<file path="config.mk">
export PLATFORM = sky130hd
export DESIGN_NAME = monitor
export DESIGN_NICKNAME = d
export VERILOG_FILES = /design/src/hdl/monitor_pkg.sv /design/src/hdl/cmd_controller.sv /design/src/hdl/control_regs.sv /design/src/hdl/monitor.sv /design/src/hdl/start_stop.sv /design/src/hdl/status_regs.sv
export SDC_FILE = /design/constraint.sdc
export NUM_CORES = 1
export LEC_CHECK = 0
export ABC_CLOCK_PERIOD_IN_PS = 11630
export BUFFER_PORTS_ARGS = -buffer_cell sky130_fd_sc_hd__buf_2
export CAP_MARGIN = 0
export CELL_PAD_IN_SITES_DETAIL_PLACEMENT = 0
export CELL_PAD_IN_SITES_GLOBAL_PLACEMENT = 2
export CORE_ASPECT_RATIO = 0.7
export CORE_MARGIN = 2
export CORE_UTILIZATION = 41
export CTS_BUF_LIST = sky130_fd_sc_hd__clkbuf_4
export DETAILED_ROUTE_END_ITERATION = 12
export HOLD_SLACK_MARGIN = 0.12
export PLACE_DENSITY = 0.84
export SETUP_SLACK_MARGIN = 0.3
export SLEW_MARGIN = 20
export SYNTH_ARGS = -nofsm -noshare
export SYNTH_HDL_FRONTEND = slang
export SYNTH_SLANG_ARGS = --single-unit
</file>
<file path="constraint.sdc">
create_clock -name clk -period 11.63 [get_ports clk]
set_input_delay 1.7445 -clock clk [delete_from_list [all_inputs] [get_ports clk]]
set_output_delay 1.7445 -clock clk [all_outputs]
set_load 0.1 [all_outputs]
</file>
<file path="src/hdl/monitor_pkg.sv">
`default_nettype none

package monitor_pkg;

    // AGC data word, register address and group selector
    typedef logic [15:0] word_t;
    typedef logic [15:0] addr_t;
    typedef logic [6:0]  group_t;

    // 40-bit host command word
    typedef struct packed {
        logic   write;
        group_t group;
        addr_t  addr;
        word_t  data;
    } cmd_t;

    // Read response uses the command layout with write cleared
    typedef struct packed {
        logic   write;
        group_t group;
        addr_t  addr;
        word_t  data;
    } msg_t;

    // Active-low alarm inputs from the AGC
    typedef struct packed {
        logic mvfail_n;
        logic moscal_n;
        logic mscafl_n;
        logic mscdbl_n;
        logic mctral_n;
        logic mtcal_n;
        logic mrptal_n;
        logic mpal_n;
        logic mwatch_n;
        logic mpipal_n;
        logic mwarnf_n;
    } alarms_t;

    localparam int NUM_ALARMS = $bits(alarms_t);

    // Inhibit and test lines to the AGC
    typedef struct packed {
        logic mnhrpt;
        logic mnhnc;
        logic nhalga;
        logic nhstrt1;
        logic nhstrt2;
        logic doscal;
        logic dbltst;
    } inhibits_t;

    // Stop condition bits shared by enables and cause
    typedef logic [2:0] stop_conds_t;

    localparam int STOP_INSTR  = 0;
    localparam int STOP_GOJAM  = 1;
    localparam int STOP_PARITY = 2;

    localparam group_t GROUP_CTRL   = 7'h20;
    localparam group_t GROUP_STATUS = 7'h21;

    localparam addr_t CTRL_START      = 16'd0;
    localparam addr_t CTRL_PROCEED    = 16'd1;
    localparam addr_t CTRL_STOP_CONDS = 16'd2;
    localparam addr_t CTRL_STOP_CAUSE = 16'd3;
    localparam addr_t CTRL_INHIBITS   = 16'd4;

    localparam addr_t STAT_ALARMS = 16'd0;
    localparam addr_t STAT_LIVE   = 16'd1;

endpackage

`default_nettype wire

</file>
<file path="src/hdl/cmd_controller.sv">
`timescale 1ns/1ps
`default_nettype none

module cmd_controller (
    input  wire                  clk,
    input  wire                  rst_n,
    input  wire monitor_pkg::cmd_t  cmd,
    input  wire                  cmd_ready,
    input  wire monitor_pkg::word_t read_data,
    output logic                 cmd_read_en,
    output monitor_pkg::addr_t   reg_addr,
    output monitor_pkg::word_t   reg_data,
    output logic                 ctrl_read_en,
    output logic                 ctrl_write_en,
    output logic                 status_read_en,
    output logic                 status_write_en,
    output monitor_pkg::msg_t    read_msg,
    output logic                 read_msg_ready
);
    import monitor_pkg::*;

    typedef enum logic [1:0] {
        IDLE,
        ISSUE,
        CAPTURE,
        RESPOND
    } state_t;

    state_t state;
    state_t state_next;
    cmd_t   cmd_q;
    logic   issue;
    logic   is_ctrl;
    logic   is_status;

    // Pop a command only while idle
    assign cmd_read_en = (state == IDLE) && cmd_ready;

    always_comb begin
        state_next = state;
        case (state)
            IDLE:    if (cmd_ready) state_next = ISSUE;
            ISSUE:   state_next = cmd_q.write ? IDLE : CAPTURE;
            CAPTURE: state_next = RESPOND;
            RESPOND: state_next = IDLE;
            default: state_next = IDLE;
        endcase
    end

    always_ff @(posedge clk or negedge rst_n) begin
        if (!rst_n) begin
            state <= IDLE;
        end else begin
            state <= state_next;
        end
    end

    always_ff @(posedge clk) begin
        if (cmd_read_en) begin
            cmd_q <= cmd;
        end
    end

    assign reg_addr = cmd_q.addr;
    assign reg_data = cmd_q.data;

    // Unknown groups get no strobe
    assign issue     = (state == ISSUE);
    assign is_ctrl   = (cmd_q.group == GROUP_CTRL);
    assign is_status = (cmd_q.group == GROUP_STATUS);

    assign ctrl_read_en    = issue && is_ctrl && !cmd_q.write;
    assign ctrl_write_en   = issue && is_ctrl && cmd_q.write;
    assign status_read_en  = issue && is_status && !cmd_q.write;
    assign status_write_en = issue && is_status && cmd_q.write;

    // Register data arrives the cycle after the strobe
    always_ff @(posedge clk) begin
        if (state == CAPTURE) begin
            read_msg.write <= 1'b0;
            read_msg.group <= cmd_q.group;
            read_msg.addr  <= cmd_q.addr;
            read_msg.data  <= read_data;
        end
    end

    assign read_msg_ready = (state == RESPOND);

endmodule

`default_nettype wire

</file>
<file path="src/hdl/control_regs.sv">
`timescale 1ns/1ps
`default_nettype none

module control_regs (
    input  wire                         clk,
    input  wire                         rst_n,
    input  wire monitor_pkg::addr_t       addr,
    input  wire monitor_pkg::word_t       data_in,
    input  wire                         read_en,
    input  wire                         write_en,
    input  wire monitor_pkg::stop_conds_t stop_cause,
    output monitor_pkg::word_t          data_out,
    output logic                        start_req,
    output logic                        proceed_req,
    output monitor_pkg::stop_conds_t    stop_conds,
    output monitor_pkg::inhibits_t      inhibits
);
    import monitor_pkg::*;

    // Writes and request pulses
    always_ff @(posedge clk or negedge rst_n) begin
        if (!rst_n) begin
            start_req   <= 1'b0;
            proceed_req <= 1'b0;
            stop_conds  <= '0;
            inhibits    <= '0;
        end else begin
            start_req   <= write_en && (addr == CTRL_START);
            proceed_req <= write_en && (addr == CTRL_PROCEED);
            if (write_en) begin
                case (addr)
                    CTRL_STOP_CONDS: stop_conds <= data_in[2:0];
                    CTRL_INHIBITS:   inhibits   <= data_in[6:0];
                    default: ;
                endcase
            end
        end
    end

    // Read data is held for one cycle only
    always_ff @(posedge clk or negedge rst_n) begin
        if (!rst_n) begin
            data_out <= '0;
        end else if (read_en) begin
            case (addr)
                CTRL_STOP_CONDS: data_out <= {13'd0, stop_conds};
                CTRL_STOP_CAUSE: data_out <= {13'd0, stop_cause};
                CTRL_INHIBITS:   data_out <= {9'd0, inhibits};
                default:         data_out <= '0;
            endcase
        end else begin
            data_out <= '0;
        end
    end

endmodule

`default_nettype wire

</file>
<file path="src/hdl/monitor.sv">
`timescale 1ns/1ps
`default_nettype none

module monitor (
    input  wire                     clk,
    input  wire                     rst_n,
    input  wire monitor_pkg::cmd_t    cmd,
    input  wire                     cmd_ready,
    input  wire monitor_pkg::alarms_t alarms,
    input  wire                     mnisq,
    input  wire                     mgojam,
    output logic                    cmd_read_en,
    output monitor_pkg::msg_t       read_msg,
    output logic                    read_msg_ready,
    output monitor_pkg::inhibits_t  inhibits,
    output logic                    mstrt,
    output logic                    mstp
);
    import monitor_pkg::*;

    addr_t       reg_addr;
    word_t       reg_data;
    logic        ctrl_read_en;
    logic        ctrl_write_en;
    logic        status_read_en;
    logic        status_write_en;
    word_t       ctrl_data;
    word_t       status_data;
    word_t       read_data;
    logic        start_req;
    logic        proceed_req;
    stop_conds_t stop_conds;
    stop_conds_t stop_cause;

    // Idle blocks return zero
    assign read_data = ctrl_data | status_data;

    cmd_controller u_cmd_controller (
        .clk             (clk),
        .rst_n           (rst_n),
        .cmd             (cmd),
        .cmd_ready       (cmd_ready),
        .read_data       (read_data),
        .cmd_read_en     (cmd_read_en),
        .reg_addr        (reg_addr),
        .reg_data        (reg_data),
        .ctrl_read_en    (ctrl_read_en),
        .ctrl_write_en   (ctrl_write_en),
        .status_read_en  (status_read_en),
        .status_write_en (status_write_en),
        .read_msg        (read_msg),
        .read_msg_ready  (read_msg_ready)
    );

    control_regs u_control_regs (
        .clk         (clk),
        .rst_n       (rst_n),
        .addr        (reg_addr),
        .data_in     (reg_data),
        .read_en     (ctrl_read_en),
        .write_en    (ctrl_write_en),
        .stop_cause  (stop_cause),
        .data_out    (ctrl_data),
        .start_req   (start_req),
        .proceed_req (proceed_req),
        .stop_conds  (stop_conds),
        .inhibits    (inhibits)
    );

    status_regs u_status_regs (
        .clk      (clk),
        .rst_n    (rst_n),
        .addr     (reg_addr),
        .data_in  (reg_data),
        .read_en  (status_read_en),
        .write_en (status_write_en),
        .alarms   (alarms),
        .data_out (status_data)
    );

    // Parity alarm doubles as a stop condition
    start_stop u_start_stop (
        .clk         (clk),
        .rst_n       (rst_n),
        .start_req   (start_req),
        .proceed_req (proceed_req),
        .stop_conds  (stop_conds),
        .mnisq       (mnisq),
        .mgojam      (mgojam),
        .mpal_n      (alarms.mpal_n),
        .stop_cause  (stop_cause),
        .mstrt       (mstrt),
        .mstp        (mstp)
    );

endmodule

`default_nettype wire

</file>
<file path="src/hdl/start_stop.sv">
`timescale 1ns/1ps
`default_nettype none

module start_stop (
    input  wire                         clk,
    input  wire                         rst_n,
    input  wire                         start_req,
    input  wire                         proceed_req,
    input  wire monitor_pkg::stop_conds_t stop_conds,
    input  wire                         mnisq,
    input  wire                         mgojam,
    input  wire                         mpal_n,
    output monitor_pkg::stop_conds_t    stop_cause,
    output logic                        mstrt,
    output logic                        mstp
);
    import monitor_pkg::*;

    stop_conds_t active;
    stop_conds_t hit;

    always_comb begin
        active              = '0;
        active[STOP_INSTR]  = mnisq;
        active[STOP_GOJAM]  = mgojam;
        active[STOP_PARITY] = ~mpal_n;
    end

    assign hit = active & stop_conds;

    // Causes accumulate until a proceed; proceed wins for its cycle
    always_ff @(posedge clk or negedge rst_n) begin
        if (!rst_n) begin
            stop_cause <= '0;
            mstrt      <= 1'b0;
        end else begin
            mstrt <= start_req;
            if (proceed_req) begin
                stop_cause <= '0;
            end else begin
                stop_cause <= stop_cause | hit;
            end
        end
    end

    // AGC held stopped while any cause is latched
    assign mstp = |stop_cause;

endmodule

`default_nettype wire

</file>
<file path="src/hdl/status_regs.sv">
`timescale 1ns/1ps
`default_nettype none

module status_regs (
    input  wire                     clk,
    input  wire                     rst_n,
    input  wire monitor_pkg::addr_t   addr,
    input  wire monitor_pkg::word_t   data_in,
    input  wire                     read_en,
    input  wire                     write_en,
    input  wire monitor_pkg::alarms_t alarms,
    output monitor_pkg::word_t      data_out
);
    import monitor_pkg::*;

    logic [NUM_ALARMS-1:0] latched;
    logic [NUM_ALARMS-1:0] active;
    logic [NUM_ALARMS-1:0] clear_mask;

    // Alarm inputs are active low
    assign active = ~alarms;

    assign clear_mask = (write_en && (addr == STAT_ALARMS)) ?
                        data_in[NUM_ALARMS-1:0] : '0;

    // A new alarm beats the clear on the sticky latches
    always_ff @(posedge clk or negedge rst_n) begin
        if (!rst_n) begin
            latched <= '0;
        end else begin
            latched <= (latched & ~clear_mask) | active;
        end
    end

    always_ff @(posedge clk or negedge rst_n) begin
        if (!rst_n) begin
            data_out <= '0;
        end else if (read_en) begin
            case (addr)
                STAT_ALARMS: data_out <= {5'd0, latched};
                STAT_LIVE:   data_out <= {5'd0, active};
                default:     data_out <= '0;
            endcase
        end else begin
            data_out <= '0;
        end
    end

endmodule

`default_nettype wire

</file>
==> run_summary.xml <==
<?xml version="1.0" encoding="UTF-8"?>
<metrics>
  <group name="outcome">
    <metric name="outcome" unit="">finished, final reports clean</metric>
  </group>
  <group name="synthesis">
    <metric name="synth_seq_area_share" unit="%">77.1</metric>
    <metric name="syn-cell-area" unit="µm²">4210</metric>
    <metric name="synth.lib_cells_used.distinct" unit="">33</metric>
    <metric name="synth_area_leaders" unit="">sky130_fd_sc_hd__edfxtp_1, sky130_fd_sc_hd__dfrtp_1, sky130_fd_sc_hd__mux2_4, sky130_fd_sc_hd__nor2_1, sky130_fd_sc_hd__nor2b_1</metric>
    <metric name="synth_seq_cells" unit="">116</metric>
    <metric name="yosysTopAreaCell" unit="">sky130_fd_sc_hd__edfxtp_1</metric>
    <metric name="post_synth_inst_count" unit="">255</metric>
    <metric name="yosysWarningCount" unit="">0</metric>
    <metric name="avgSynthCellArea" unit="µm²">16.5</metric>
    <metric name="yosysTopAreaCellShare" unit="%">49.2</metric>
  </group>
  <group name="power_and_ir_drop">
    <metric name="maximum_resistive_drop_on_vdd" unit="mV">0.0965</metric>
    <metric name="report.power.total" unit="µW">1120</metric>
    <metric name="power.density" unit="nW/µm²">220</metric>
    <metric name="leakage_power_total" unit="µW">0.00214</metric>
  </group>
  <group name="detailed_routing">
    <metric name="detail_route.drc_violations" unit="">0</metric>
    <metric name="num_vias" unit="">2405</metric>
    <metric name="first_iter_violations" unit="">136</metric>
    <metric name="wl" unit="µm">8120</metric>
    <metric name="route.detailed.wl_per_inst" unit="µm">16.0</metric>
    <metric name="number_of_vias_per_cell_after_detailed_routing" unit="">4.75</metric>
    <metric name="drt-pass1-iter-count" unit="">4</metric>
    <metric name="antenna_violating_nets_post_route" unit="">0</metric>
  </group>
  <group name="worst_setup_path">
    <metric name="critical_path_maximum_fanout" unit="">36</metric>
    <metric name="category_of_the_critical_setup_timing_path" unit="">input port to primary output</metric>
    <metric name="required" unit="ns">9.89</metric>
    <metric name="worst_ep_arrival_time" unit="ns">2.96</metric>
    <metric name="slowest_stage" unit="">sky130_fd_sc_hd__buf_2</metric>
    <metric name="crit_chain" unit="">buf_2, nor3b_2, buf_4, buf_2</metric>
    <metric name="crit_start_category" unit="">input port</metric>
    <metric name="cp-end-kind" unit="">primary output</metric>
    <metric name="critPathMaxStageDelay" unit="ns">0.52</metric>
    <metric name="r2r.worst_path.cells" unit="">5</metric>
    <metric name="critical-path-top-cell-by-count" unit="">sky130_fd_sc_hd__buf_2</metric>
  </group>
  <group name="global_route">
    <metric name="grt_pass1_vias" unit="">2371</metric>
    <metric name="overflow" unit="">0</metric>
    <metric name="grt_max_degree" unit="">48</metric>
    <metric name="grt_pass1_wl" unit="µm">12500</metric>
    <metric name="grt_antenna_before_repair" unit="">0</metric>
    <metric name="track_usage" unit="%">15.6</metric>
  </group>
  <group name="cts">
    <metric name="clk_pin_slew" unit="ns">0.09</metric>
    <metric name="tritoncts" unit="">built</metric>
    <metric name="worst_skew_pair.late_latency" unit="ns">0.50</metric>
    <metric name="clock_tree.htree_level_count" unit="">4</metric>
    <metric name="cts_repair_resize_count" unit="">0</metric>
    <metric name="clock-root-buffer" unit="">sky130_fd_sc_hd__clkbuf_4</metric>
    <metric name="cts_hold_buf" unit="">0</metric>
    <metric name="post-cts-setup-buffer-count" unit="">0</metric>
    <metric name="clock_path_buffers" unit="">2</metric>
    <metric name="cts_buffers" unit="">17</metric>
    <metric name="cts.sink_count" unit="">116</metric>
  </group>
  <group name="placed_design">
    <metric name="dpl-instance-area" unit="µm²">4830</metric>
    <metric name="dpl.cell_count" unit="">474</metric>
    <metric name="finalWeightedCongestion" unit="">0.731</metric>
    <metric name="dp_hpwl" unit="µm">5540</metric>
    <metric name="port_buffers" unit="">95</metric>
  </group>
  <group name="sta">
    <metric name="setup_viol_count_final" unit="">0</metric>
    <metric name="final-hold-violation-count" unit="">0</metric>
    <metric name="fin_tns_setup" unit="ns">0</metric>
    <metric name="post-route-min-period" unit="ns">4.70</metric>
    <metric name="max_freq" unit="MHz">213</metric>
    <metric name="grt_setup_unrepaired" unit="">false</metric>
    <metric name="slew_headroom" unit="%">32.1</metric>
    <metric name="finalCritPeriodShare" unit="%">40.4</metric>
    <metric name="worstMarginPinSlew" unit="ns">1.02</metric>
    <metric name="timing.clock.skew" unit="ns">0.0230</metric>
    <metric name="slew_violations" unit="">0</metric>
  </group>
  <group name="final_layout">
    <metric name="utilization" unit="%">51.9</metric>
    <metric name="layout.area.seq" unit="µm²">3250</metric>
    <metric name="n_fill_cell" unit="">857</metric>
    <metric name="design.final.nets" unit="">421</metric>
    <metric name="final_design_area_no_fill" unit="µm²">5100</metric>
    <metric name="most-common-layout-cells" unit="">sky130_fd_sc_hd__buf_2, sky130_fd_sc_hd__edfxtp_1, sky130_fd_sc_hd__dfrtp_1</metric>
    <metric name="fraction_of_layout_cells_with_a_size_suffix_above_1" unit="%">41.3</metric>
    <metric name="antenna-diode-count" unit="">0</metric>
    <metric name="instances_no_fill" unit="">506</metric>
    <metric name="most_frequent_standard_cell_in_the_layout_excluding_fill_and_tap_cells" unit="">sky130_fd_sc_hd__buf_2</metric>
    <metric name="multi_input_area" unit="µm²">928</metric>
    <metric name="area_growth_syn_to_layout" unit="%">21.1</metric>
  </group>
  <group name="min_path">
    <metric name="min-delay-path-class" unit="">flip-flop to flip-flop</metric>
    <metric name="number_of_cells_on_the_worst_hold_path" unit="">0</metric>
  </group>
  <group name="die">
    <metric name="chipHeight" unit="µm">88.8</metric>
    <metric name="row_count" unit="">30</metric>
    <metric name="core-area" unit="µm²">9830</metric>
    <metric name="start_util" unit="%">42.8</metric>
    <metric name="die_w" unit="µm">125</metric>
    <metric name="design.die.area" unit="µm²">11100</metric>
    <metric name="ios" unit="">107</metric>
  </group>
  <group name="run">
    <metric name="max_cap_viol_count" unit="">0</metric>
  </group>
</metrics>
[stage by stage]
stage                     worst slack (ns)  hold slack (ns)
after floorplan                       3.49            0.331
after global placement                6.90            0.336
after detailed placement              6.91            0.338
after CTS                             6.90            0.359
after global routing                  6.87            0.363
final                                 6.93            0.357
[path summary, 6_finish.rpt]
check                                        endpoint                         start  slack, ns
min                                u_start_stop.mstrt      u_control_regs.start_req       0.36
min reg2reg                        u_start_stop.mstrt      u_control_regs.start_req       0.36
max                                       cmd_read_en                     cmd_ready       6.93
max in group asynchronous    u_status_regs.latched[0]                         rst_n       9.96
max reg2reg                u_control_regs.inhibits[0]  u_cmd_controller.reg_addr[0]       9.42
min in group asynchronous    u_status_regs.latched[8]                         rst_n       1.23
[cell type report]
class / instances / area share (%)
clock inverter: 9 / 1.77
tap: 128 / 3.14
timing repair buffer: 97 / 9.67
multi-input combinational: 131 / 18.2
inverter: 2 / 0.147
clock buffer: 23 / 3.39
sequential: 116 / 63.7
[cells by family (layout without fill, tap and decap cells)]
group                  Yosys count  in the layout  share of synthesized area (%)
buffers and inverters           13            131                           1.69
AO/OA/AOI/OAI                   29             29                           4.52
other                            1              6                         0.0890
multiplexers                    12             12                           3.77
AND/OR/NAND/NOR                 84             84                           12.8
flip-flops                     116            116                           77.1
[critical path: cells and delay by family]
kind / cells / cell delay, ns
buffers and inverters: 3 / 1.05
AND/OR/NAND/NOR: 1 / 0.14
[where the power goes]
part	switching (µW)	internal, µW	total, µW
clock	137	138	275
combinational	271	39.3	310
sequential	28.2	509	537
[Yosys cell counts (all sizes together)]
cell / count
conb: 1
o21ai: 1
buf: 6
or3: 1
mux2i: 2
a211oi: 11
clkbuf: 5
dfrtp: 47
and2: 5
nor2: 26
and3: 2
nor3b: 3
nor4b: 2
edfxtp: 69
nand4: 4
nor3: 4
mux2: 10
or2: 9
nor2b: 14
a31oi: 11
nand2: 4
nand4b: 1
a221oi: 1
nand3: 4
nor4: 3
inv: 2
nand2b: 2
a21oi: 5
[state kept, by name, indices dropped and copies added, names as in the netlist, named ones only]
name	count
u_cmd_controller.cmd_q	8
u_cmd_controller.read_msg	34
u_cmd_controller.reg_addr	16
u_cmd_controller.reg_data	11
u_cmd_controller.state	1
u_control_regs.data_out	7
u_control_regs.inhibits	7
u_control_regs.proceed_req	1
u_control_regs.start_req	1
u_control_regs.stop_conds	3
u_start_stop.mstrt	1
u_start_stop.stop_cause	3
u_status_regs.data_out	11
u_status_regs.latched	11
[layer usage]
layer  routed length [µm]  track usage (%)  vias up  share of wire (%)
met4                   61             7.27        0               0.75
met3                  312             5.14        4                3.8
met2                 4000             24.7       57                 49
met1                 3740             20.0     1186                 46
met5                    0                0        -                  0
li1                     -                -     1158                  -
(Power assumes the default switching activity.)
